## src/hdl/sync_fifo.sv

```systemverilog
module sync_fifo #(
    parameter type entry_t = logic [7:0],
    parameter int  DEPTH   = 16
) (
    input  logic   clock,
    input  logic   rst_n,
    input  logic   write_enable,
    input  entry_t write_data,
    input  logic   read_enable,
    output entry_t read_data,
    output logic   read_data_valid,
    output logic   full,
    output logic   empty
);

    entry_t                       memory [DEPTH];
    logic [$clog2(DEPTH)-1:0]     write_pointer;
    logic [$clog2(DEPTH)-1:0]     read_pointer;
    logic [$clog2(DEPTH + 1)-1:0] count;
    logic                         do_write;
    logic                         do_read;

    assign full     = (count == DEPTH);
    assign empty    = (count == 0);
    assign do_write = write_enable && !full;
    assign do_read  = read_enable && !empty;

    always_ff @(posedge clock) begin
        if (!rst_n) begin
            write_pointer   <= '0;
            read_pointer    <= '0;
            count           <= '0;
            read_data_valid <= 1'b0;
        end else begin
            read_data_valid <= do_read;
            if (do_write) begin
                write_pointer <= (write_pointer == DEPTH - 1) ? '0 : write_pointer + 1'b1;
            end
            if (do_read) begin
                read_pointer <= (read_pointer == DEPTH - 1) ? '0 : read_pointer + 1'b1;
            end
            case ({do_write, do_read})
                2'b10:   count <= count + 1'b1;
                2'b01:   count <= count - 1'b1;
                default: count <= count;
            endcase
        end
    end

    // Storage and registered read port
    always_ff @(posedge clock) begin
        if (do_write) begin
            memory[write_pointer] <= write_data;
        end
        if (do_read) begin
            read_data <= memory[read_pointer];
        end
    end

endmodule

```

## config.mk

```make
export PLATFORM = sky130hd
export DESIGN_NAME = sync_fifo
export DESIGN_NICKNAME = d
export VERILOG_FILES = /design/src/hdl/sync_fifo.sv
export SDC_FILE = /design/constraint.sdc
export NUM_CORES = 1
export LEC_CHECK = 0
export ABC_AREA = 1
export BUFFER_PORTS_ARGS = -buffer_cell sky130_fd_sc_hd__buf_2
export CAP_MARGIN = 20
export CORE_ASPECT_RATIO = 1.1
export CORE_MARGIN = 1.5
export CORE_UTILIZATION = 45
export CTS_BUF_LIST = sky130_fd_sc_hd__clkbuf_4
export CTS_CLUSTER_SIZE = 8
export DETAILED_ROUTE_END_ITERATION = 12
export GPL_TIMING_DRIVEN = 0
export PLACE_DENSITY = 0.57
export SLEW_MARGIN = 20
export SYNTH_ARGS = -nofsm -noshare
export SYNTH_HDL_FRONTEND = slang
export SYNTH_SLANG_ARGS = --single-unit
```

## constraint.sdc

```tcl
create_clock -name clock -period 3.17 [get_ports clock]
set_input_delay 0.7925 -clock clock [delete_from_list [all_inputs] [get_ports clock]]
set_output_delay 0.7925 -clock clock [all_outputs]
set_load 0.03 [all_outputs]
```

# After elaboration in Yosys (flattened, before gate mapping)

Memory sizes are Yosys's and may differ from the RTL's. A register that Yosys moved wholly into a read port is not among the register bits.
Index checks and enable logic that the tools add are counted.

Register bits: 14
Memory bits (writable): 128
Logic and storage cells: 25
Memories kept: 1

Memory list:

| memory | words | bits a word | read ports | clocked after memory_dff | wr ports | line | source |
|---|---|---|---|---|---|---|---|
| memory | 16    | 8           | 1          | 1                        | 1        | 16   | `entry_t memory [DEPTH];` |

$add $sub $neg: 4
Equal/unequal tests: 5
Multiplexer cells: 5
Reduce and logical (&&, ||, !) cells: 6

Operator list:

| cell                  | number |
|---|---|
| $pmux W5 S2           | 1 |
| $add A4 B1 Y4 const B | 2 |
| $eq A4 B4 Y1 const B  | 2 |
| $mux W4               | 2 |
| $add A5 B1 Y5 const B | 1 |
| $eq A5 B5 Y1 const B  | 1 |
| $logic_not A5 Y1      | 1 |
| $sub A5 B1 Y5 const B | 1 |
| $eq A2 B1 Y1 const B  | 1 |
| $eq A2 B2 Y1 const B  | 1 |
| $logic_and A1 B1 Y1   | 2 |
| $logic_not A1 Y1      | 2 |
| $mux W1               | 2 |
| $reduce_bool A2 Y1    | 1 |

# Logic depth before layout (Yosys ltp)

Depth in word-level cells: 5
Mapped depth: 13
Mapped depth without buffers: 13

# Least setup slack after synthesis

OpenSTA, ideal clock, no wires.

Path kind: input to register
From: input port read_enable
To: register count[3]
Setup time: 0.115 ns
Arrival time: 2.183 ns
Required time: 3.055 ns
Setup slack: 0.872 ns
Cell stages on the path: 10
Path buffers: 0
Cell sequence: nand2_1 > inv_1 > ha_1 > ha_1 > nand3_1 > nand3_1 > nand2_1 > nand2_1 > o21ai_0 > inv_1

Cells in the longest elaborated chain, start to end: 3
Elaborated cells on any way between the ends: 5
Classes of those cells: eq/ne (2); mux (1); reduce/logical (2)

Ends and longest elaborated chain:

| item                                                     | line | source |
|---|---|---|
| from (decl)                                              | 9    | `input logic read_enable,` |
| $logic_and A1 B1 Y1 (*)                                  | 26   | `assign do_read = read_enable && !empty;` |
| net do_read                                              | 21   | `logic do_read;` |
| $eq A2 B1 Y1 / $eq A2 B2 Y1 (equally long branches)      | 42   | `case ({do_write, do_read})` |
| $pmux W5 S2 / $reduce_bool A2 Y1 (equally long branches) | -    |  |
| to (signal assigned)                                     | 43   | `2'b10: count <= count + 1'b1;` |
| to (signal assigned)                                     | 44   | `2'b01: count <= count - 1'b1;` |
| to (signal assigned)                                     | 45   | `default: count <= count;` |
| to (decl)                                                | 19   | `logic [$clog2(DEPTH + 1)-1:0] count;` |

Mark *: on every way through the listed nets, which the timed path passes. The rest lies on a longest branch.
A chain may end at the register's enable or synchronous reset.

# Final worst setup path

From: register count[0]
To: register count[3]

Cells in the longest elaborated chain, start to end: 5
Elaborated cells on any way between the ends: 12
Classes of those cells: add/sub (2); eq/ne (3); mux (1); reduce/logical (6)

Ends and longest elaborated chain:

| item                                                     | line | source |
|---|---|---|
| $logic_not A5 Y1 (*)                                     | 24   | `assign empty = (count == 0);` |
| $logic_not A1 Y1 (*)                                     | 26   |  |
| $logic_and A1 B1 Y1 (*)                                  | 26   |  |
| net do_read                                              | 21   |  |
| $eq A2 B1 Y1 / $eq A2 B2 Y1 (equally long branches)      | 42   |  |
| $pmux W5 S2 / $reduce_bool A2 Y1 (equally long branches) | -    |  |

Marked as above.

==> results_dict.tcl <==
set metrics [dict create \
    cts_buffer_depth 2 \
    regArea_um2 4360 \
    die_h_um 130 \
    cp_top_family "simple AND/OR/NAND/NOR gates" \
    slowest_delay_ps 430 \
    fin_util_pct 50.5 \
    final_area_um2 7230 \
    hold_viol_final 0 \
    die_w_um 118 \
    start_util_pct 45.9 \
    post_dp_cell_area_um2 6920 \
    synth_top_area_share_pct 62.1 \
    syn_avg_cell_area_um2 9.83 \
    period_minus_slack_ps 2560 \
    worst-endpoint-required_ps 3620 \
    reg2reg_depth 12 \
    gp_congestion 0.819 \
    worst_hold_slack_ps 526 \
    min_delay_worst_endpoint "count[1]$_SDFFE_PN0P_" \
    fillers 1327 \
    slew_violations 0 \
    clkTransAtPathRegs_ps 120 \
    worst_path_max_delay_cell "dfxtp_1" \
    antenna_left 0 \
    worst-endpoint-arrival_ps 3010 \
    worst-r2r-setup-slack_ps 610 \
    dpl.hpwl_um 10100 \
    r2r_end "count[3]$_SDFFE_PN0P_" \
    cts_buffers 17 \
    routed_wl_um 15000 \
    worstSetupPathType "reg -> reg" \
    rsz0062_at_grt "no" \
    cp_max_fo 11 \
    cts_tree "yes" \
    worstPathCellList "nor2_1 > nand3_1 > nand2_1 > inv_1 > ha_1 > ha_1 > nand3_1 > nand3_1 > nand2_1 > nand2_1 > o21ai_0 > inv_1" \
    clock-root-buffer "clkbuf_4" \
    synth_fp_nets 691 \
    drt_iter0_drc 329 \
    grt_overflow 0 \
    syn_to_final_growth_pct 10.0 \
    drive_gt1_share_pct 9.54 \
    ys_ff_latch 150 \
    ir_drop_uv 484 \
    finalSetupTns_ps 0 \
    pin_count 23 \
    holdCritStartpoint "rst_n" \
    leakage_nw 3.13 \
    dp_cells 883 \
    grt_max_degree 17 \
    worst_pin_slew_ps 980 \
    multi_input_area_um2 1730 \
    max-cap-violations 0 \
    drt_pass1_iterations 5 \
    seq_area_frac_synth_pct 66.4 \
    die_area_um2 15300 \
    postCtsHoldBufs 0 \
    syn_area_um2 6570 \
    ys.flop_type "edfxtp_1" \
    max_freq_mhz 390 \
    powerDensity_nw_per_um2 714 \
    cts_resized 0 \
    htree_levels 4 \
    synth_cell_types 19 \
    fin_cells 915 \
    cts_sinks 150 \
    num_rows 46 \
    end_kind "flip-flop" \
    layout_commonest_cell "nand2_1" \
    crit_cells 12 \
    synth.largest_area_cell "edfxtp_1" \
    status "complete, no violations" \
    critPathLaunchType "flip-flop" \
    crit_buf_inv 2 \
    yosysWarningCount 0 \
    antenna_found_initial 0 \
    grt_pass1_wl_um 23400 \
    final.period_utilization_pct 80.9 \
    r2r-start "count[0]$_SDFFE_PN0P_" \
    most-common-layout-cells "nand2_1, edfxtp_1, inv_1, nand3_1, nor2_1" \
    slew_headroom_pct 34.4 \
    synth_area_leaders "edfxtp_1, nand2_1, inv_1, nand3_1, dfxtp_1" \
    grt_usage_pct 20.9 \
    synth_edf_count 136 \
    grt_pass1_vias 4299 \
    worstSkewPairLatency_ps 550 \
    avgRoutedWirePerCell_um 16.4 \
    post_cts_buffers 0 \
    viasPerCell 4.88 \
    hp-class "in -> reg" \
    antenna_cells 0 \
    core_area_um2 14300 \
    postSynth.asyncResetShare_pct 0 \
    hold-path-cell-count 3 \
    num_vias 4465 \
    fin_nets 732 \
    drc_errors 0 \
    syn_inst 669 \
    clock_skew_ps 11.4 \
    numPortBuffers 22 \
    setup_viol 0 \
]
-- registers in the layout (all words and copies together), names as in the netlist --
| register | cells |
|---|---|
| read_data_valid | 1 |
| read_data | 8 |
| write_pointer | 4 |
| count | 5 |
| read_pointer | 4 |
| memory | 128 |
-- cell type report --
type / count / area share (%)
Clock buffer: 20 / 2.08
Inverter: 98 / 5.09
Timing Repair Buffer: 22 / 1.52
Sequential cell: 150 / 60.3
Tap cell: 192 / 3.32
Clock inverter: 12 / 2.20
Buffer: 23 / 1.59
Multi-Input combinational cell: 398 / 23.9
-- metrics by stage --
| stage | setup slack [ps] | power [W] |
|---|---|---|
| final | 607 | 0.00516 |
| after CTS | 585 | 0.00520 |
| after detailed placement | 378 | 0.00393 |
| after global routing | 305 | 0.00548 |
| after global placement | 390 | 0.00391 |
| after floorplan | 872 | 0.00347 |
-- worst max path at each step --
stage | start | end | slack [ps]
6_report | count[0]$_SDFFE_PN0P_ | count[3]$_SDFFE_PN0P_ | 610
4_1_cts | count[0]$_SDFFE_PN0P_ | count[3]$_SDFFE_PN0P_ | 590
3_5_place_dp | read_enable | count[3]$_SDFFE_PN0P_ | 380
5_1_grt | count[0]$_SDFFE_PN0P_ | count[3]$_SDFFE_PN0P_ | 300
3_3_place_gp | read_enable | count[3]$_SDFFE_PN0P_ | 390
2_1_floorplan | read_enable | count[3]$_SDFFE_PN0P_ | 870
-- synth_stat cells (all sizes together) (2+ instances only) --
library cell	count
nand2	240
edfxtp	136
inv	96
nand3	67
nor2	54
buf	17
o21ai	15
dfxtp	14
ha	9
a21oi	6
clkbuf	6
xor2	4
clkinv	2
-- worst reg2reg max path, delay by kind of cell (launching register included) --
family / cells / cell delay [ps]
AOI/OAI and AO/OA: 1 / 140
adders and majority gates: 2 / 710
buffers and inverters: 2 / 470
DFF: 1 / 430
and+or+nand+nor: 7 / 730
-- power by group --
group          total, W  leakage, nW  internal [W]  switching (W)
logic           0.00149         1.62      0.000436        0.00105
registers       0.00239         1.35       0.00232      0.0000686
clock network   0.00128        0.169      0.000639       0.000644
-- layer usage --
| layer | part of all wire (%) | track usage [%] | vias up |
|---|---|---|---|
| met3 | 5.2 | 5.07 | 34 |
| met1 | 45 | 27.2 | 2076 |
| met2 | 47 | 33.1 | 127 |
| met5 | 0 | 0 | - |
| li1 | - | - | 2228 |
| met4 | 2.9 | 10.6 | 0 |
-- kinds of logic after synthesis --
| family | synth area share, % |
|---|---|
| AOI/OAI and AO/OA | 1.60 |
| DFF | 66.4 |
| xor gates and xnor gates | 0.666 |
| buffers and inverters | 7.35 |
| and+or+nand+nor | 22.0 |
| adders and majority gates | 2.02 |
(Power assumes the default switching activity.)
