`src/hdl/rmii_pkg.sv`:
```
package rmii_pkg;

    ////////////////////////////////////////////////////////////////////////////
    // Byte and register types
    ////////////////////////////////////////////////////////////////////////////

    typedef logic [1:0] dibit_t;

    // Byte as assembled from the RMII pins
    typedef struct packed {
        logic       last;
        logic       error;
        logic [7:0] data;
    } rx_byte_t;

    // Byte held in the receive slot and sent to the core
    typedef struct packed {
        logic       last;
        logic [7:0] data;
    } payload_byte_t;

    typedef logic [31:0] crc_t;

    ////////////////////////////////////////////////////////////////////////////
    // Frame constants
    ////////////////////////////////////////////////////////////////////////////

    localparam logic [7:0] PREAMBLE_BYTE = 8'h55;
    localparam logic [7:0] SFD_BYTE      = 8'hD5;

    // Reflected Ethernet CRC-32, no final inversion applied in hardware
    localparam crc_t CRC_INIT    = 32'hFFFF_FFFF;
    localparam crc_t CRC_POLY    = 32'hEDB8_8320;
    localparam crc_t CRC_RESIDUE = 32'hDEBB_20E3;

    // Counted after the delimiter, FCS included
    localparam int MIN_FRAME_BYTES = 64;
    localparam int MAX_FRAME_BYTES = 1522;

    localparam int FRAME_FIFO_DEPTH   = 2048;
    localparam int PAYLOAD_FIFO_DEPTH = 2048;

endpackage

```
`src/hdl/receive_slot_handler.sv`:
```
module receive_slot_handler import rmii_pkg::*; (
    input  logic          clock,
    input  logic          rst_n,
    input  logic          good_packet,
    input  logic          bad_packet,
    input  payload_byte_t fifo_data,
    input  logic          fifo_valid,
    input  logic          fifo_empty,
    output logic          fifo_read,
    output logic          fifo_reset_n,
    output logic          slot_free,
    output payload_byte_t receive_data,
    output logic          receive_valid,
    input  logic          receive_ready
);

    typedef enum logic {IDLE, DRAIN} state_t;

    state_t        state;
    payload_byte_t hold_data;
    logic          hold_valid;
    logic          take;

    assign take = hold_valid && receive_ready;

    // Pop only when the holding register has room by the time data lands
    assign fifo_read = (state == DRAIN) && !fifo_empty && !fifo_valid &&
                       (!hold_valid || receive_ready);

    // Flush still pending keeps the slot busy
    assign slot_free = (state == IDLE) && fifo_empty && fifo_reset_n;

    assign receive_data  = hold_data;
    assign receive_valid = hold_valid;

    always_ff @(posedge clock) begin
        if (!rst_n) begin
            state        <= IDLE;
            hold_valid   <= 1'b0;
            fifo_reset_n <= 1'b1;
        end else begin
            fifo_reset_n <= !bad_packet;
            if (fifo_valid) begin
                hold_valid <= 1'b1;
            end else if (take) begin
                hold_valid <= 1'b0;
            end
            case (state)
                IDLE: begin
                    if (good_packet) begin
                        state <= DRAIN;
                    end
                end
                DRAIN: begin
                    if (take && hold_data.last) begin
                        state <= IDLE;
                    end
                end
                default: state <= IDLE;
            endcase
        end
    end

    always_ff @(posedge clock) begin
        if (fifo_valid) begin
            hold_data <= fifo_data;
        end
    end

endmodule

```
`config.mk`:
```
export PLATFORM = sky130hd
export DESIGN_NAME = receive_slot_handler
export DESIGN_NICKNAME = d
export VERILOG_FILES = /design/src/hdl/rmii_pkg.sv /design/src/hdl/receive_slot_handler.sv
export SDC_FILE = /design/constraint.sdc
export NUM_CORES = 1
export LEC_CHECK = 0
export BUFFER_PORTS_ARGS = -buffer_cell sky130_fd_sc_hd__buf_2
export CORE_AREA = 3 3 40 42
export CTS_CLUSTER_DIAMETER = 200
export CTS_CLUSTER_SIZE = 14
export DETAILED_ROUTE_END_ITERATION = 8
export DIE_AREA = 0 0 43 45
export GPL_TIMING_DRIVEN = 1
export HOLD_SLACK_MARGIN = 0.06
export PLACE_DENSITY_LB_ADDON = 0.15
export REMOVE_ABC_BUFFERS = 1
export SLEW_MARGIN = 20
export SYNTH_ARGS = -nofsm -noshare
export SYNTH_HDL_FRONTEND = slang
export SYNTH_SLANG_ARGS = --single-unit
```
`constraint.sdc`:
```
create_clock -name clock -period 0.8 [get_ports clock]
set_input_delay 0.04 -clock clock [delete_from_list [all_inputs] [get_ports clock]]
set_output_delay 0.04 -clock clock [all_outputs]
set_load 0.005 [all_outputs]
```
# Word-level counts from Yosys, hierarchy flattened

Index checks and enable logic that the tools add are counted.

Register bits: 12
Bits in latches: 0
Bits in writable memories: 0
Memory bits (read-only): 0
Output and inout port bits: 13
Logic and storage cells: 24
Memories kept: 0

$add $sub $neg: 0
$mul: 0
Div/mod/pow operators: 0
$lt $le $gt $ge: 0
Equality and inequality tests: 0
Shifts and indexed selects: 0
Multiplexer cells: 5
Bitwise operators: 1
Reductions and logical operators: 13

Operators with widths:

| kind                               | count |
|---|---|
| 1-bit logical AND                  | 7 |
| 1-bit logical NOT                  | 4 |
| 1-bit 2-to-1 mux                   | 4 |
| 1-bit case mux with 2 select lines | 1 |
| 2-bit nonzero test                 | 1 |
| 1-bit logical OR                   | 1 |
| 1-bit NOT                          | 1 |

# Logic depth before layout (Yosys ltp)

Gate-level depths: netlist of the first run.

Word-level depth: 4
Gate-level depth with buffers: 2
Gate-level depth less buffers: 2

# Worst setup path after synthesis of the first run

OpenSTA, ideal clock, no wires.

Kind: reg2out
Start point: register hold_valid (netlist: receive_valid)
End point: output port fifo_read
Arrival: 0.660 ns
Required time: 0.760 ns
Slack: 0.100 ns
Cell stages (with the launch flop): 3
Path buffers: 0
Cells stage by stage: dfxtp_1 -> nor2b_4 -> nor4b_2

Cells in the longest elaborated chain, start to end: 3

Ends and longest elaborated chain:

| element                  | RTL line                   | source |
|---|---|---|
| start: declaration       | receive_slot_handler.sv:21 | `logic hold_valid;` |
| start signal: assignment | receive_slot_handler.sv:39 | `hold_valid <= 1'b0;` |
| start signal: assignment | receive_slot_handler.sv:44 | `hold_valid <= 1'b1;` |
| start signal: assignment | receive_slot_handler.sv:46 | `hold_valid <= 1'b0;` |
| 1-bit logical NOT        | receive_slot_handler.sv:28 | `(!hold_valid \|\| receive_ready);` |
| 1-bit logical OR         | receive_slot_handler.sv:28 |  |
| 1-bit logical AND        | receive_slot_handler.sv:27 | `assign fifo_read = (state == DRAIN) && !fifo_empty && !fifo_valid &&` |
| end: declaration         | receive_slot_handler.sv:9  | `output logic fifo_read,` |

Every way passes these cells.

# Worst setup path in the final report of the first run

Same ends and word-level chain as after synthesis.

==> results of run 1 <==
-- through the flow --
stage	hold WS, ns	utilization (%)
floorplan	0.102	-
global placement	0.200	42.8
detailed placement	0.208	42.8
CTS	0.0948	55.2
global route	0.120	55.2
finish	0.0810	55.2
-- worst paths after layout --
kind,startpoint,endpoint,slack [ns],cells after the start
min,good_packet,state$_SDFF_PN0_,0.08,3
min reg2reg,receive_valid$_SDFFE_PN0P_,state$_SDFF_PN0_,0.48,1
max,receive_valid$_SDFFE_PN0P_,fifo_read,-0.34,3
max reg2reg,receive_valid$_SDFFE_PN0P_,receive_valid$_SDFFE_PN0P_,0.09,2
-- final cells by class --
class	count	area (um2)	area share, %
Clock buffer	4	36.3	5.11
Tap cell	15	18.8	2.65
Timing Repair Buffer	40	260	36.7
Sequential cell	12	333	46.9
Multi-Input combinational cell	8	61.3	8.64
-- routing by layer --
layer / GRT usage [%] / routed length, um / up-vias
li1: - / - / 167
met1: 9.39 / 338 / 156
met2: 22.2 / 579 / 15
met3: 2.39 / 58 / 2
met4: 7.23 / 5 / 0
met5: 0 / 0 / -
-- cells by family after synthesis --
family / synth area share [%]
AOI/OAI and AO/OA: 5.43
DFF: 84.3
and+or+nand+nor: 10.2
-- tightest hold or removal path, cell delays in order --
cell	delay, ns
buf_2	0.10
o21ai_1	0.12
a41oi_1	0.05
-- registers in the layout, indices dropped and copies added, names as in the netlist --
signal / cells
receive_data: 9
state: 1
fifo_reset_n: 1
receive_valid: 1
-- power groups by stage --
stage	Combinational [uW]	Clock (uW)	Sequential, uW
4_1_cts	171	486	737
5_1_grt	183	506	741
6_report	168	459	737
3_3_place_gp	118	0	746
2_1_floorplan	19.2	0	755
3_5_place_dp	125	0	750
-- placed cells by master (no fill, tap or decap) --
master         synthesis  routed
a41oi_1                1       1
buf_2                  0      28
clkbuf_4               0       3
clkbuf_8               0       1
dfxtp_1                3       1
dfxtp_2                0       2
dlygate4sd3_1          0      12
edfxtp_1               9       9
nand2_1                2       2
nor2_1                 1       1
nor2b_4                1       1
nor4b_2                1       1
o21a_1                 1       1
o21ai_1                0       1
-- timing repair --
action | CTS | global route
pin swaps | 0 | 0
resized for setup | 2 | 1
hold buffers | 12 | 0
endpoints found under the hold margin | 12 | 0
endpoints found under the setup margin | 11 | 12
==> results.sh, run 1 <==
export IMPL_synth_edf_count=9
export IMPL_drt_iter0_markers=8
export IMPL_post_place_cells=63
export IMPL_cts_tree="built"
export IMPL_cts_htree_levels=1
export IMPL_fill_cells=122
export IMPL_place_ws_ns=-0.0791
export IMPL_crit_family="simple AND/OR/NAND/NOR gates"
export IMPL_post_cts_setup_buffers=0
export IMPL_die_area_mm2=0.00194
export IMPL_dr_total_vias=340
export IMPL_rsz0062_at_grt="true"
export IMPL_async_flop_share_pct=0
export IMPL_track_usage_pct=10.9
export IMPL_finClkSkew_ns=0.00375
export IMPL_yosysSeqAreaShare_pct=84.3
export IMPL_first_global_vias=348
export IMPL_worstSetupEndpointType="output pin"
export IMPL_power_density_mw_per_mm2=1920
export IMPL_crit_path_max_incr_delay_ns=0.33
export IMPL_critPathSlowestCell="dfxtp_2"
export IMPL_synth_largest_area_cell="edfxtp_1"
export IMPL_switchingPower_uw=262
export IMPL_ys_seq_elements=12
export IMPL_slew_headroom_pct=83.9
export IMPL_netlist_top_cells_area="edfxtp_1, dfxtp_1, nor4b_2"
export IMPL_violations="setup timing"
export IMPL_fp_row_count=13
export IMPL_hold_viol_final=0
export IMPL_syn_inst=20
export IMPL_internal_power_uw=1100
export IMPL_root_buffer="clkbuf_4"
export IMPL_syn_to_final_growth_pct=81.1
export IMPL_yosysMostFrequentCell="edfxtp_1"
export IMPL_dp_hpwl_um=752
export IMPL_clock_sinks=12
export IMPL_drc_errors=0
export IMPL_clkTransAtPathRegs_ns=0.07
export IMPL_hold_path_class="input port to flip-flop"
export IMPL_gp_congestion=0.710
export IMPL_synth_avg_cell_area_um2=19.6
export IMPL_routed_wl_um=981
export IMPL_synth_top_flop_cell="edfxtp_1"
export IMPL_clk_latency_ns=0.26
export IMPL_slew_viol_final=0
export IMPL_vias_per_cell=4.30
export IMPL_cap_violations=0
export IMPL_io_pins=29
export IMPL_placed_cell_area_um2=551
export IMPL_grt_max_degree=12
export IMPL_initial_core_util_pct=30.5
export IMPL_finalCritPeriodShare_pct=143
export IMPL_synthesis_area_um2=392
export IMPL_power_frac_seq_pct=54.0
export IMPL_clock_power_share_pct=33.7
export IMPL_worstPathRequired_ns=0.76
export IMPL_core_area_mm2=0.00128
export IMPL_yosys_top_cells_count="edfxtp_1, dfxtp_1, nand2_1"
export IMPL_final_nets=81
export IMPL_leakage_uw=0.000316
export IMPL_dr_pass1_iters=2
export IMPL_grt_pass1_wl_um=1480
export IMPL_run_status="complete, but fails checks"
export IMPL_combPwrFrac_pct=12.3
export IMPL_worstPathArrival_ns=1.10
export IMPL_ys_warn_count=0
export IMPL_design_area_um2=709
export IMPL_layout_drive_gt1_share_pct=56.3
export IMPL_path_max_fanout=3
export IMPL_worstSetupStartpointType="flip-flop"
export IMPL_yosysUniqueCellTypes=9
export IMPL_numCtsBuffers=3
export IMPL_critPathKind="flip-flop to output pin"
export IMPL_ir_drop_uv=948
export IMPL_worst_pin_slew_ns=0.241
export IMPL_clk_path_buf_depth=2
export IMPL_timing_fmax_mhz=875
export IMPL_wire_per_inst_um=12.4
export IMPL_totalPowerFinal_uw=1360
export IMPL_die_h_um=45
export IMPL_setup_tns_ns=-0.479
export IMPL_switching_share_pct=19.2
export IMPL_final_antenna_net_count=0
export IMPL_cp_num_buf_inv=1
export IMPL_portBuffers=28
export IMPL_antenna_found_initial=0
export IMPL_worstPathCellList="nor2b_4 -> nor4b_2 -> buf_2"
export IMPL_period_minus_slack_ns=1.14
export IMPL_fp_dieW_um=43
export IMPL_timing_final_ws_setup_ns=-0.343
export IMPL_antenna_cells=0
export IMPL_stdcell_count=79
export IMPL_synth_top_area_share_pct=69.0
export IMPL_overflow=0
export IMPL_finalSetupViolations=5
No activity file was read; power rests on OpenSTA's default activity.
==> run 2: changes to the inputs <==
--- a/config.mk
+++ b/config.mk
@@ -7,12 +7,14 @@
 export LEC_CHECK = 0
 export BUFFER_PORTS_ARGS = -buffer_cell sky130_fd_sc_hd__buf_2
 export CORE_AREA = 3 3 40 42
+export CTS_BUF_LIST = sky130_fd_sc_hd__clkbuf_8
 export CTS_CLUSTER_DIAMETER = 200
 export CTS_CLUSTER_SIZE = 14
 export DETAILED_ROUTE_END_ITERATION = 8
 export DIE_AREA = 0 0 43 45
 export GPL_TIMING_DRIVEN = 1
 export HOLD_SLACK_MARGIN = 0.06
+export MAX_ROUTING_LAYER = met4
 export PLACE_DENSITY_LB_ADDON = 0.15
 export REMOVE_ABC_BUFFERS = 1
 export SLEW_MARGIN = 20
==> run 2 against run 1 <==
  * The run still ends with setup timing left
  * Non-clock buffer count decreased by 2
  * Critical endpoint unchanged
  * Clock skew is essentially flat
  * Combinational power is 4% lower
  * First-iteration DRC count fell by 75%
  * Sequential share of layout area shrank 0.25 points
  * Largest cell class unchanged
  * Via count fell by 2.6%
  * Largest power group unchanged
  * Flip-flop and latch count unchanged
==> results.sh, run 2 (synthesized netlist as in run 1, its figures left out) <==
export IMPL_timing_final_ws_setup_ns=-0.303
export IMPL_timing_fmax_mhz=906
export IMPL_slew_viol_final=0
export IMPL_vias_per_cell=4.30
export IMPL_portBuffers=28
export IMPL_post_cts_setup_buffers=0
export IMPL_cts_tree="built"
export IMPL_layout_commonest_cell="buf_2"
export IMPL_die_h_um=45
export IMPL_worst_pin_slew_ns=0.242
export IMPL_totalPowerFinal_uw=1530
export IMPL_overflow=0
export IMPL_critPathSlowestCell="dfxtp_2"
export IMPL_crit_path_max_incr_delay_ns=0.32
export IMPL_design_area_um2=713
export IMPL_numCtsBuffers=3
export IMPL_layout_drive_gt1_share_pct=56.5
export IMPL_run_status="complete, but fails checks"
export IMPL_fp_row_count=13
export IMPL_worst_hold_slack_ns=0.0790
export IMPL_grt_pass1_wl_um=1440
export IMPL_path_max_fanout=3
export IMPL_fp_dieW_um=43
export IMPL_drt_iter0_markers=2
export IMPL_routed_wl_um=953
export IMPL_hold_viol_final=0
export IMPL_clock_sinks=12
export IMPL_dr_total_vias=331
export IMPL_wire_per_inst_um=12.4
export IMPL_final_antenna_net_count=0
export IMPL_worstPathRequired_ns=0.76
export IMPL_worstSetupEndpointType="output pin"
export IMPL_initial_core_util_pct=30.5
export IMPL_period_minus_slack_ns=1.10
export IMPL_clk_path_buf_depth=2
export IMPL_root_buffer="clkbuf_8"
export IMPL_grt_max_degree=12
export IMPL_slew_headroom_pct=83.9
export IMPL_track_usage_pct=11.0
export IMPL_clk_latency_ns=0.23
export IMPL_drc_errors=0
export IMPL_violations="setup timing"
export IMPL_dr_pass1_iters=4
export IMPL_dp_hpwl_um=752
export IMPL_die_area_mm2=0.00194
export IMPL_finalSetupViolations=3
export IMPL_critPathKind="flip-flop to output pin"
export IMPL_largest_reg_flops=9
export IMPL_core_area_mm2=0.00128
export IMPL_leakage_uw=0.000316
export IMPL_cap_violations=0
export IMPL_final_nets=79
export IMPL_placed_cell_area_um2=551
export IMPL_finClkSkew_ns=0.00359
export IMPL_hold_path_class="input port to flip-flop"
export IMPL_rsz0062_at_grt="true"
export IMPL_worstPathCellList="nor2b_4 -> nor4b_2 -> buf_2"
export IMPL_ir_drop_uv=1040
export IMPL_cp_startpoint="receive_valid$_SDFFE_PN0P_"
export IMPL_cts_htree_levels=1
export IMPL_syn_to_final_growth_pct=82.1
export IMPL_worstPathArrival_ns=1.06
export IMPL_power_density_mw_per_mm2=2150
export IMPL_first_global_vias=338
export IMPL_io_pins=29
export IMPL_min_from="receive_ready"
export IMPL_finalCritPeriodShare_pct=138
export IMPL_crit_family="simple AND/OR/NAND/NOR gates"
export IMPL_antenna_cells=0
export IMPL_mostFrequentLayoutCells="buf_2, dlygate4sd3_1, edfxtp_1"
export IMPL_worstSetupStartpointType="flip-flop"
export IMPL_antenna_found_initial=0
export IMPL_cp_num_buf_inv=1
export IMPL_clkTransAtPathRegs_ns=0.05
export IMPL_gp_congestion=0.718
export IMPL_reg2reg_from="receive_valid$_SDFFE_PN0P_"
## run 2: cell count changes in the layout (fill, tap and decap cells not counted), sizes merged
cell         change
buf              -1
dlygate4sd3      -1
## run 2: worst paths after layout
kind	endpoint	slack (ns)	depth (start not counted)
min reg2reg	state$_SDFF_PN0_	0.48	1
min	state$_SDFF_PN0_	0.08	2
max reg2reg	receive_valid$_SDFFE_PN0P_	0.09	2
max	fifo_read	-0.30	3
## run 2: routing by layer
layer,GRT usage (%),part of all wire [%],up-vias
met4,5.42,0.52,0
met3,3.59,5.9,2
met1,8.88,34,154
met2,21.9,60,15
li1,-,-,160
met5,-,0,-
## run 2: area by class of cell
type,instances,area [um2]
multi-input cells,8,61.3
flip-flops and latches,12,333
repair buffers,38,245
fillers,121,572
well taps,15,18.8
clock buffers,4,55.1
## run 2: what timing repair did
action | in CTS | in global routing
endpoints found under the setup margin | 3 | 5
resized for setup | 2 | 1
hold buffers | 11 | 0
hold endpoints to repair | 11 | 0
## run 2: stage by stage
step	util [%]	setup TNS, ns	setup slack, ns	instances
floorplan	-	0	0.0997	20
global placement	42.8	0	0.0181	63
detailed placement	42.8	-0.0791	-0.0791	63
CTS	55.9	-0.387	-0.334	78
global route	55.5	-0.457	-0.344	77
finish	55.5	-0.348	-0.303	77
## run 2: worst reg2reg max path: stages, from the launching register on
cell and delay (ns):
dfxtp_2 0.32, nor2b_4 0.13, o21a_1 0.15
## run 2: report_power, final
group          leakage, uW  switching [uW]  internal [uW]
registers         0.000113            16.6            722
clock network    0.0000288             201            433
logic             0.000174            59.9            101
