==> src/hdl/rmii_pkg.sv <==
package rmii_pkg;

    ////////////////////////////////////////////////////////////////////////////
    // Byte and register types
    ////////////////////////////////////////////////////////////////////////////

    typedef logic [1:0] dibit_t;

    // Byte as assembled from the RMII pins
    typedef struct packed {
        logic       last;
        logic       error;
        logic [7:0] data;
    } rx_byte_t;

    // Byte held in the receive slot and sent to the core
    typedef struct packed {
        logic       last;
        logic [7:0] data;
    } payload_byte_t;

    typedef logic [31:0] crc_t;

    ////////////////////////////////////////////////////////////////////////////
    // Frame constants
    ////////////////////////////////////////////////////////////////////////////

    localparam logic [7:0] PREAMBLE_BYTE = 8'h55;
    localparam logic [7:0] SFD_BYTE      = 8'hD5;

    // Reflected Ethernet CRC-32, no final inversion applied in hardware
    localparam crc_t CRC_INIT    = 32'hFFFF_FFFF;
    localparam crc_t CRC_POLY    = 32'hEDB8_8320;
    localparam crc_t CRC_RESIDUE = 32'hDEBB_20E3;

    // Counted after the delimiter, FCS included
    localparam int MIN_FRAME_BYTES = 64;
    localparam int MAX_FRAME_BYTES = 1522;

    localparam int FRAME_FIFO_DEPTH   = 2048;
    localparam int PAYLOAD_FIFO_DEPTH = 2048;

endpackage

==> src/hdl/ethernet_packet_parser.sv <==
module ethernet_packet_parser import rmii_pkg::*; (
    input  logic          clock,
    input  logic          rst_n,
    input  rx_byte_t      frame_data,
    input  logic          frame_valid,
    output logic          frame_read,
    input  logic          frame_empty,
    input  logic          slot_free,
    output payload_byte_t payload_data,
    output logic          payload_write,
    output logic [7:0]    crc_data,
    output logic          crc_valid,
    output logic          crc_last,
    input  crc_t          crc_result,
    input  logic          crc_result_valid,
    output logic          good_packet,
    output logic          bad_packet
);

    typedef enum logic [1:0] {HUNT, PAYLOAD, SKIP, VERDICT} state_t;

    state_t                               state;
    logic [$clog2(MAX_FRAME_BYTES + 1):0] frame_length;
    logic                                 error_seen;
    logic                                 in_payload;
    logic                                 length_ok;
    logic                                 frame_ok;

    ////////////////////////////////////////////////////////////////////////////
    // Frame FIFO pops, one byte in flight at a time
    ////////////////////////////////////////////////////////////////////////////

    assign frame_read = !frame_empty && !frame_valid &&
                        ((state == HUNT && slot_free) || state == PAYLOAD || state == SKIP);

    assign in_payload = (state == PAYLOAD) && frame_valid;

    assign crc_data      = frame_data.data;
    assign crc_valid     = in_payload;
    assign crc_last      = frame_data.last;
    assign payload_data  = '{last: frame_data.last, data: frame_data.data};
    assign payload_write = in_payload && (frame_length < MAX_FRAME_BYTES);

    ////////////////////////////////////////////////////////////////////////////
    // Verdict
    ////////////////////////////////////////////////////////////////////////////

    assign length_ok = (frame_length >= MIN_FRAME_BYTES) && (frame_length <= MAX_FRAME_BYTES);
    assign frame_ok  = (crc_result == CRC_RESIDUE) && !error_seen && length_ok;

    assign good_packet = (state == VERDICT) && crc_result_valid && frame_ok;
    assign bad_packet  = (state == VERDICT) && crc_result_valid && !frame_ok;

    always_ff @(posedge clock) begin
        if (!rst_n) begin
            state <= HUNT;
        end else begin
            case (state)
                HUNT: begin
                    // A burst that ends here has nothing left to skip
                    if (frame_valid && !frame_data.last) begin
                        if (frame_data.data == SFD_BYTE) begin
                            state <= PAYLOAD;
                        end else if (frame_data.data != PREAMBLE_BYTE) begin
                            state <= SKIP;
                        end
                    end
                end
                PAYLOAD: begin
                    if (frame_valid && frame_data.last) begin
                        state <= VERDICT;
                    end
                end
                SKIP: begin
                    if (frame_valid && frame_data.last) begin
                        state <= HUNT;
                    end
                end
                VERDICT: begin
                    if (crc_result_valid) begin
                        state <= HUNT;
                    end
                end
                default: state <= HUNT;
            endcase
        end
    end

    // Length keeps counting past the write limit, saturating at the top
    always_ff @(posedge clock) begin
        if (!rst_n) begin
            frame_length <= '0;
            error_seen   <= 1'b0;
        end else if (state == HUNT) begin
            frame_length <= '0;
            error_seen   <= 1'b0;
        end else if (in_payload) begin
            if (frame_length != '1) begin
                frame_length <= frame_length + 1'b1;
            end
            error_seen <= error_seen | frame_data.error;
        end
    end

endmodule

==> config.mk <==
export PLATFORM = sky130hd
export DESIGN_NAME = ethernet_packet_parser
export DESIGN_NICKNAME = d
export VERILOG_FILES = /design/src/hdl/rmii_pkg.sv /design/src/hdl/ethernet_packet_parser.sv
export SDC_FILE = /design/constraint.sdc
export NUM_CORES = 1
export LEC_CHECK = 0
export ABC_AREA = 1
export BUFFER_PORTS_ARGS = -buffer_cell sky130_fd_sc_hd__buf_2
export CAP_MARGIN = 10
export CELL_PAD_IN_SITES_DETAIL_PLACEMENT = 1
export CELL_PAD_IN_SITES_GLOBAL_PLACEMENT = 1
export CORE_MARGIN = 4
export CORE_UTILIZATION = 32
export CTS_CLUSTER_SIZE = 28
export DETAILED_ROUTE_END_ITERATION = 7
export GPL_TIMING_DRIVEN = 0
export MAX_ROUTING_LAYER = met4
export PLACE_DENSITY_LB_ADDON = 0.1
export SLEW_MARGIN = 10
export SYNTH_ARGS = -nofsm -noshare
export SYNTH_HDL_FRONTEND = slang
export SYNTH_SLANG_ARGS = --single-unit
export TNS_END_PERCENT = 20
==> constraint.sdc <==
create_clock -name clock -period 2.9 [get_ports clock]
set_input_delay 0.145 -clock clock [delete_from_list [all_inputs] [get_ports clock]]
set_output_delay 0.145 -clock clock [all_outputs]
set_load 0.05 [all_outputs]
# After elaboration in Yosys (flattened, before gate mapping)
# Index checks and enable logic that the tools add are counted.
[op_classes] eq_ne=12 reduce_logical=24 n_shift=0 mux=7 bitwise_logic=2 n_addsub=1 n_lt_le_gt_ge=3 n_mul=0 div=0
[op_table] cell="equality test 32 bit, second input constant" count=1
[op_table] cell="logical AND 1 bit" count=13
[op_table] cell="adder 12 x 1 -> 12 bit, second input constant" count=1
[op_table] cell="greater-or-equal comparator 12 x 7 -> 1 bit, second input constant" count=1
[op_table] cell="<= comparator 12 x 11 -> 1 bit, second input constant" count=1
[op_table] cell="less-than comparator 12 x 11 -> 1 bit, second input constant" count=1
[op_table] cell="two-way mux 2 bit" count=6
[op_table] cell="inequality test 12 bit, second input constant" count=1
[op_table] cell="equality test 8 bit, second input constant" count=1
[op_table] cell="inequality test 8 x 7 -> 1 bit, second input constant" count=1
[op_table] cell="one-hot mux 2 bit (4 select lines)" count=1
[op_table] cell="inequality test 2 x 1 -> 1 bit, second input constant" count=3
[op_table] cell="zero test 1 bit" count=5
[op_table] cell="AND reduction 5 bit" count=1
[op_table] cell="equality test 2 bit, second input constant" count=2
[op_table] cell="inequality test 3 x 1 -> 1 bit, second input constant" count=1
[op_table] cell="equality test 2 x 1 -> 1 bit, second input constant" count=1
[op_table] cell="zero test 2 bit" count=1
[op_table] cell="logical OR 1 bit" count=2
[op_table] cell="inequality test 2 bit, second input constant" count=1
[op_table] cell="AND reduction 2 bit" count=1
[op_table] cell="OR reduction 2 bit" count=1
[op_table] cell="inverter 1 bit" count=1
[op_table] cell="bitwise OR 1 bit" count=1
[word_totals] ram_bits=0 output_inout_bits=23 latchBits=0 ff_bits=15 memories=0 mem_bits_ro=0 input_bits=48

# Logic depth before layout (Yosys ltp)
# Gate-level depths: netlist (run 1).
[depth] ltp_word=5 depth_mapped=11

# Worst setup path before layout (run 1)
# No wires, ideal clock.
[synth_path] kind="register -> output" start="reg state[0]" end="out frame_read" slack_ns=0.716 arrival_ns=2.039 required_ns=2.755 path_stages_with_launch=5 path_buffers=0 cell_sequence="dfxtp_1 -> inv_1 -> nand2_1 -> nor2_1 -> nor4_1"
[synth_between] elab_chain_cells=5 word_cells_on_any_way=7 classes_between="2 x eq/ne; 5 x reduce/logical"
[synth_rtl] element="from (decl)" line="ethernet_packet_parser.sv:22" rtl="state_t state;"
[synth_rtl] element="from (signal assigned)" line="ethernet_packet_parser.sv:56" rtl="state <= HUNT;"
[synth_rtl] element="from (signal assigned)" line="ethernet_packet_parser.sv:63" rtl="state <= PAYLOAD;"
[synth_rtl] element="from (signal assigned)" line="ethernet_packet_parser.sv:65" rtl="state <= SKIP;"
[synth_rtl] element="zero test 2 bit" line="ethernet_packet_parser.sv:34" rtl="((state == HUNT && slot_free) || state == PAYLOAD || state == SKIP);"
[synth_rtl] element="logical AND 1 bit" line="ethernet_packet_parser.sv:34"
[synth_rtl] element="logical OR 1 bit" line="ethernet_packet_parser.sv:34"
[synth_rtl] element="logical OR 1 bit *" line="ethernet_packet_parser.sv:34"
[synth_rtl] element="logical AND 1 bit *" line="ethernet_packet_parser.sv:33" rtl="assign frame_read = !frame_empty && !frame_valid &&"
[synth_rtl] element="to (decl)" line="ethernet_packet_parser.sv:6" rtl="output logic frame_read,"
# Every way passes the cells marked *; elsewhere a longest branch is shown, timed or not.

# Worst setup path after layout (run 1)
[layout_path] start="reg frame_length[8]" end="out good_packet"
[layout_between] elab_chain_cells=4 word_cells_on_any_way=5 classes_between="2 x order compare; 3 x reduce/logical"
[layout_rtl] element="from (decl)" line="ethernet_packet_parser.sv:23" rtl="logic [$clog2(MAX_FRAME_BYTES + 1):0] frame_length;"
[layout_rtl] element="from (signal assigned)" line="ethernet_packet_parser.sv:99" rtl="frame_length <= frame_length + 1'b1;"
[layout_rtl] element="greater-or-equal comparator 12 x 7 -> 1 bit or <= comparator 12 x 11 -> 1 bit (tied branches)" line="ethernet_packet_parser.sv:48" rtl="assign length_ok = (frame_length >= MIN_FRAME_BYTES) && (frame_length <= MAX_FRAME_BYTES);"
[layout_rtl] element="logical AND 1 bit *" line="ethernet_packet_parser.sv:48"
[layout_rtl] element="logical AND 1 bit *" line="ethernet_packet_parser.sv:49" rtl="assign frame_ok = (crc_result == CRC_RESIDUE) && !error_seen && length_ok;"
[layout_rtl] element="logical AND 1 bit *" line="ethernet_packet_parser.sv:51" rtl="assign good_packet = (state == VERDICT) && crc_result_valid && frame_ok;"
[layout_rtl] element="to (decl)" line="ethernet_packet_parser.sv:16" rtl="output logic good_packet,"
# Marks and branches as above.

==> results.py, run 1 <==
metrics = {
    "detailed_routing": {
        "routed_wl_mm": 4.108,
        "routed_wl_per_cell_um": 10.90,
        "drt-vias-per-instance": 4.520,
        "routed-via-count": 1704,
        "drtIter0Drc": 49,
        "ant_nets": 0,
        "first_pass_iters": 4,
        "drcViolationCount": 0,
    },
    "logic_synthesis": {
        "mappedNetlistArea_um2": 1430,
        "avgSynthCellArea_um2": 5.698,
        "yosys_register_bits": 15,
        "most_area_hungry_cell_type_in_the_yosys_netlist": "dfxtp_1",
        "synth-simple-area-share_pct": 48.38,
        "synth_xor_area_share_pct": 3.675,
        "synth-seq-area-share_pct": 21.00,
        "synth_top_flop_cell": "dfxtp_1",
        "synth_adder_area_share_pct": 1.750,
        "post_synth_main_area_contributors": "dfxtp_1 (21%), nand2_1 (19%), nor2_1 (12%)",
        "post_synth_num_cell_types": 22,
        "mappedNetlistNets": 301,
        "yosys-mux-area-fraction_pct": 0,
        "synthesis.yosys.warnings": 0,
        "synth-edff-count": 0,
        "asyncSetResetFlopFracSynth_pct": 0,
        "synth_compound_area_share_pct": 5.774,
        "combinational_family_with_the_most_area_after_synthesis": "simple AND/OR/NAND/NOR gates",
        "syn-instance-count": 251,
        "synth_top_cell_area_share_pct": 21.00,
    },
    "setup_path": {
        "cells_along_the_critical_path": "nand2_1, nor2_1, nand2_1, nor2_1, inv_1, nand2_1, nand3_1, nor2_1, buf_2",
        "critPathKind": "flop to output pin",
        "critPathTopFamily": "simple AND/OR/NAND/NOR gates",
        "timing.critical_path.slowest_stage_cell": "dfxtp_1",
        "startpoint_type": "flop",
        "worst-path-buf-inv": 2,
        "timing.critical_path.slowest_cell_delay_ns": 0.46,
        "worst-endpoint-arrival_ns": 1.76,
        "worst-endpoint-required_ns": 2.76,
        "crit_fanout": 6,
        "worstSetupEndpointType": "output pin",
    },
    "status": {
        "run_status": "completed",
    },
    "clock_network": {
        "clock_tree.htree_level_count": 1,
        "cts.repair.resized": 0,
        "clkLatencyLatePin_ns": 0.25,
        "postCtsHoldBufs": 0,
        "cts_root_buf": "clkbuf_8",
        "cts.sink_count": 15,
        "clk_pin_slew_worst_paths_ns": 0.07,
        "clockBufferDepth": 2,
        "tritoncts": "yes",
        "cts_buffers": 3,
        "postCtsSetupBuffers": 0,
    },
    "pwr": {
        "ir_worst_vdd_mv": 0.1911,
        "p_leak_nw": 0.9379,
        "post-layout-total-power_uw": 535.4,
        "p_per_area_nw_per_um2": 283.0,
    },
    "sta": {
        "skew_ns": 0.006430,
        "timing.final.max_slew_violations": 0,
        "hold_viol": 0,
        "final.min_clock_period_ns": 1.901,
        "rsz_0062_raised_after_global_routing": "false",
        "maximum_clock_frequency_mhz": 526.0,
        "maxSlewHeadroom_pct": 68.39,
        "period_share_pct": 65.55,
        "finalSetupTns_ns": 0,
        "final-setup-viol-count": 0,
        "tightest_slew_ns": 0.4741,
    },
    "global_routing": {
        "grt_antenna_before_repair": 0,
        "grt_pass1_vias": 1626,
        "global_route.usage.total_pct": 15.53,
        "grt_max_degree": 11,
        "grt-ovfl-total": 0,
        "global_route_wire_length_before_repair_mm": 6.706,
    },
    "floorplan": {
        "floorplan.initialDensity_pct": 32.84,
        "floorplan.die.width_um": 74.85,
        "die_height_um": 74.85,
        "row_count": 24,
        "io_pins": 71,
        "dieArea_um2": 5603,
        "coreArea_um2": 4354,
    },
    "cells_and_area": {
        "finalNetCount": 376,
        "num-fill-cells": 642,
        "insertedDiodeCount": 0,
        "synthToLayoutAreaGrowth_pct": 32.28,
        "postLayoutCellArea_um2": 1892,
        "layoutNonFillerInstCount": 377,
        "post_route_cells_drive_above_1_share_pct": 33.54,
        "core_util_final_pct": 43.45,
    },
    "hold_path": {
        "hold_wc_path_type": "input pin to flop",
    },
    "place": {
        "routabilityCongestion": 0.8428,
        "dp_hpwl_mm": 3.625,
        "placed_cells": 373,
        "dpl-instance-area_um2": 1846,
        "portBuffers": 70,
    },
    "job": {
        "max_cap_viol_count": 0,
    },
}
routing by layer:
layer  up-vias  GRT usage (%)  wire (um)
met4         0          1.186         12
met2        42          27.27       2022
li1        899              -          -
met3         2          3.204        206
met5         -              -          0
met1       761          19.02       1866
cell usage after synthesis (2+ instances only):
cell type	count
nand2_1	73
nor2_1	46
xor2_1	3
o21ai_0	2
nand3_2	2
dfxtp_1	15
nand2_2	8
nor2_4	3
nor2_2	2
nand3_1	14
nor3_1	3
buf_4	18
ha_1	2
nand4_1	6
inv_1	33
a21oi_1	13
xnor2_1	3
state kept, by name, indices dropped and copies added, names as in the netlist:
name and count:
error_seen 1, frame_length 12, state 2
per-stage QoR:
step	hold slack [ns]	setup WS, ns
2_1_floorplan	0.2654	0.7164
3_3_place_gp	0.3987	1.301
3_5_place_dp	0.4029	1.289
4_1_cts	0.1334	0.9907
5_1_grt	0.1493	0.8479
6_report	0.1362	0.9990
tightest hold or removal path, stage by stage:
cell	delay, ns
buf_2	0.11
nand2_1	0.06
nor2_1	0.03
path summary, 6_finish.rpt:
kind,from,to,slack [ns],cells after the start
worst min-delay path,rst_n,state[1],0.14,3
worst max-delay path,frame_length[8],good_packet,1.0,9
worst min register to register,error_seen,error_seen,0.46,2
worst max register to register,frame_length[1],frame_length[9],1.29,11
cells by family after synthesis:
| kind of cell | count (synthesis) |
|---|---|
| fa+ha+maj | 2 |
| buf+inv | 54 |
| compound gates | 16 |
| xor+xnor | 6 |
| flops | 15 |
| simple gates | 158 |
where the power goes:
group	switching (mW)	total (mW)	internal [mW]
Combinational	0.0938	0.152	0.0580
Clock	0.0794	0.175	0.0953
Sequential	0.00158	0.209	0.207
layout make-up:
cell class | instances | area (um2) | area share (%)
Inverter | 34 | 127.6 | 6.746
Buffer | 20 | 150.1 | 7.937
Tap cell | 52 | 65.06 | 3.439
Clock inverter | 1 | 5.005 | 0.2646
Clock buffer | 3 | 41.29 | 2.183
Multi-Input combinational cell | 182 | 852.1 | 45.04
Timing Repair Buffer | 70 | 350.3 | 18.52
Sequential cell | 15 | 300.3 | 15.87
placed cells by master (no fill, tap or decap), types with 6 or more instances in the layout:
cell / instances
buf_4: 18
buf_2: 70
nand2_1: 73
inv_1: 33
dfxtp_1: 15
a21oi_1: 13
nand3_1: 14
nand2_2: 8
nand4_1: 6
nor2_1: 46
Power figures use the tool's default switching activity.
==> run 2, diff against run 1 <==
--- a/config.mk
+++ b/config.mk
@@ -11,7 +11,7 @@
 export CELL_PAD_IN_SITES_DETAIL_PLACEMENT = 1
 export CELL_PAD_IN_SITES_GLOBAL_PLACEMENT = 1
 export CORE_MARGIN = 4
-export CORE_UTILIZATION = 32
+export CORE_UTILIZATION = 26
 export CTS_CLUSTER_SIZE = 28
 export DETAILED_ROUTE_END_ITERATION = 7
 export GPL_TIMING_DRIVEN = 0
==> constraint.sdc (replaced) <==
create_clock -name clock -period 1.6 [get_ports clock]
set_input_delay 0.08 -clock clock [delete_from_list [all_inputs] [get_ports clock]]
set_output_delay 0.08 -clock clock [all_outputs]
set_load 0.05 [all_outputs]
==> run 2 against run 1 <==
Compared with the run above: global-route usage fell by 1.7 points; critical path depth did not move; power rose by 79%; combinational power rose by 82%; critical endpoint unchanged; largest power group unchanged.
==> results.py, run 2 (synthesized netlist as in run 1, its figures left out) <==
metrics = {
    "status": {
        "run_status": "completed",
    },
    "cells_and_area": {
        "post_route_cells_drive_above_1_share_pct": 39.38,
        "layout_commonest_cell": "nand2_1",
        "finalNetCount": 376,
        "reg_top3": "frame_length: 12 flops, state: 2 flops, error_seen: 1 flops",
        "mostFrequentLayoutCells": "nand2_1 (71), buf_2 (67), nor2_1 (44)",
        "postLayoutCellArea_um2": 1987,
        "largest_register_ffs": 12,
        "insertedDiodeCount": 0,
        "synthToLayoutAreaGrowth_pct": 38.93,
        "max_flop_register": "frame_length",
        "num-fill-cells": 741,
    },
    "sta": {
        "skew_ns": 0.003000,
        "rsz_0062_raised_after_global_routing": "true",
        "final-setup-viol-count": 0,
        "hold_viol": 0,
        "period_share_pct": 99.07,
        "timing.final.max_slew_violations": 0,
        "tightest_slew_ns": 0.5311,
        "maxSlewHeadroom_pct": 64.59,
        "maximum_clock_frequency_mhz": 630.8,
        "final.min_clock_period_ns": 1.585,
    },
    "setup_path": {
        "crit_fanout": 6,
        "timing.critical_path.slowest_cell_delay_ns": 0.40,
        "critPathLaunch": "frame_length[8]",
        "critPathKind": "flop to output pin",
        "startpoint_type": "flop",
        "timing.critical_path.slowest_stage_cell": "dfxtp_4",
        "worst-endpoint-required_ns": 1.52,
        "cells_along_the_critical_path": "nand2_4, nor2_2, nand2_1, nor2_2, inv_1, nand2_1, nand3_1, nor2_1, buf_6",
        "timing.rr.start": "frame_length[1]",
        "worst-endpoint-arrival_ns": 1.51,
        "worstSetupEndpointType": "output pin",
    },
    "floorplan": {
        "floorplan.initialDensity_pct": 27.48,
        "row_count": 26,
        "coreArea_um2": 5205,
        "dieArea_um2": 6751,
        "die_height_um": 82.17,
        "floorplan.die.width_um": 82.17,
        "io_pins": 71,
    },
    "detailed_routing": {
        "met3_wirelength_um": 250,
        "first_pass_iters": 4,
        "routed-via-count": 1695,
        "routed_wl_per_cell_um": 10.62,
        "topRoutingLayerUsed": "met4",
        "routed-wl-met2_mm": 1.996,
        "ant_nets": 0,
        "m1WireLength_mm": 1.931,
        "routed_wl_mm": 4.195,
        "drcViolationCount": 0,
        "drtIter0Drc": 33,
        "drt-vias-per-instance": 4.291,
    },
    "global_routing": {
        "grt_max_degree": 11,
        "global_route.usage.total_pct": 13.86,
        "global_route_wire_length_before_repair_mm": 7.251,
        "grt_antenna_before_repair": 0,
        "grt_pass1_vias": 1691,
        "grt-ovfl-total": 0,
    },
    "clock_network": {
        "cts_buffers": 3,
        "clockBufferDepth": 2,
        "cts_root_buf": "clkbuf_8",
        "cts.sink_count": 15,
        "clock_tree.htree_level_count": 1,
        "clk_pin_slew_worst_paths_ns": 0.07,
        "postCtsHoldBufs": 0,
        "tritoncts": "yes",
        "clkLatencyLatePin_ns": 0.25,
    },
    "place": {
        "dp_hpwl_mm": 3.717,
        "routabilityCongestion": 0.7838,
        "dpl-instance-area_um2": 1874,
        "portBuffers": 70,
    },
    "pwr": {
        "p_leak_nw": 0.9599,
        "p_per_area_nw_per_um2": 483.1,
        "ir_worst_vdd_mv": 0.2511,
        "post-layout-total-power_uw": 959.8,
    },
    "hold_path": {
        "min-delay-start": "rst_n",
        "hold_wc_path_type": "input pin to flop",
    },
    "job": {
        "max_cap_viol_count": 0,
    },
}
-- run 2: cell types whose count changed in the layout (fill, tap and decap cells not counted), moves of 3 or more --
| cell | previous run | this run |
|---|---|---|
| buf_2 | 70 | 67 |
| dfxtp_2 | 0 | 5 |
| dfxtp_1 | 15 | 4 |
| dfxtp_4 | 0 | 6 |
-- run 2: report_power, final --
| part | internal [mW] | total [mW] | switching, mW | leakage [nW] |
|---|---|---|---|---|
| Sequential | 0.365 | 0.369 | 0.00340 | 0.128 |
| Clock | 0.173 | 0.315 | 0.142 | 0.0255 |
| Combinational | 0.106 | 0.276 | 0.171 | 0.806 |
| Total | 0.644 | 0.960 | 0.316 | 0.960 |
-- run 2: final timing paths --
path / end / slack, ns / cells past startpoint
min reg2reg: error_seen / 0.47 / 2
max reg2reg: frame_length[9] / 0.14 / 11
max: good_packet / 0.01 / 9
min: state[1] / 0.07 / 3
-- run 2: critical path, delay by kind of cell (launching register included) --
kind | cells | cell delay, ns
and+or+nand+nor | 7 | 0.62
DFF | 1 | 0.40
buffers and inverters | 2 | 0.23
-- run 2: layout make-up --
class	instances	area (um2)	share of cell area, %
buffer	20	150.1	7.557
clock buffer	3	41.29	2.078
clock inverter	1	5.005	0.2519
inverter	34	127.6	6.423
multi-input combinational	182	880.8	44.33
sequential	15	329.1	16.56
tap	70	87.58	4.408
timing repair buffer	70	365.4	18.39
-- run 2: routing by layer --
layer | up-vias | GRT usage, %
met3 | 2 | 2.495
met4 | 0 | 0.9967
met5 | - | -
met1 | 755 | 17.72
met2 | 40 | 23.83
li1 | 898 | -
-- run 2: per-stage QoR --
stage	hold slack, ns	instances	setup TNS [ns]	worst slack [ns]	utilization (%)
6_report	0.07431	395	0	0.01482	38.17
5_1_grt	0.09098	395	-0.1298	-0.08534	38.17
4_1_cts	0.07159	395	-0.00009792	-0.00009792	37.40
3_5_place_dp	0.3434	391	0	0.02244	36.01
3_3_place_gp	0.3343	391	0	0.01363	36.01
2_1_floorplan	0.2004	251	-0.2445	-0.2090	-
-- run 2: timing repair --
action | 4_1_cts | 5_1_grt
pin swaps | 1 | 3
endpoints found under the setup margin | 2 | 15
endpoints found under the hold margin | 0 | 0
resized for setup | 14 | 17
setup buffers | 0 | 0
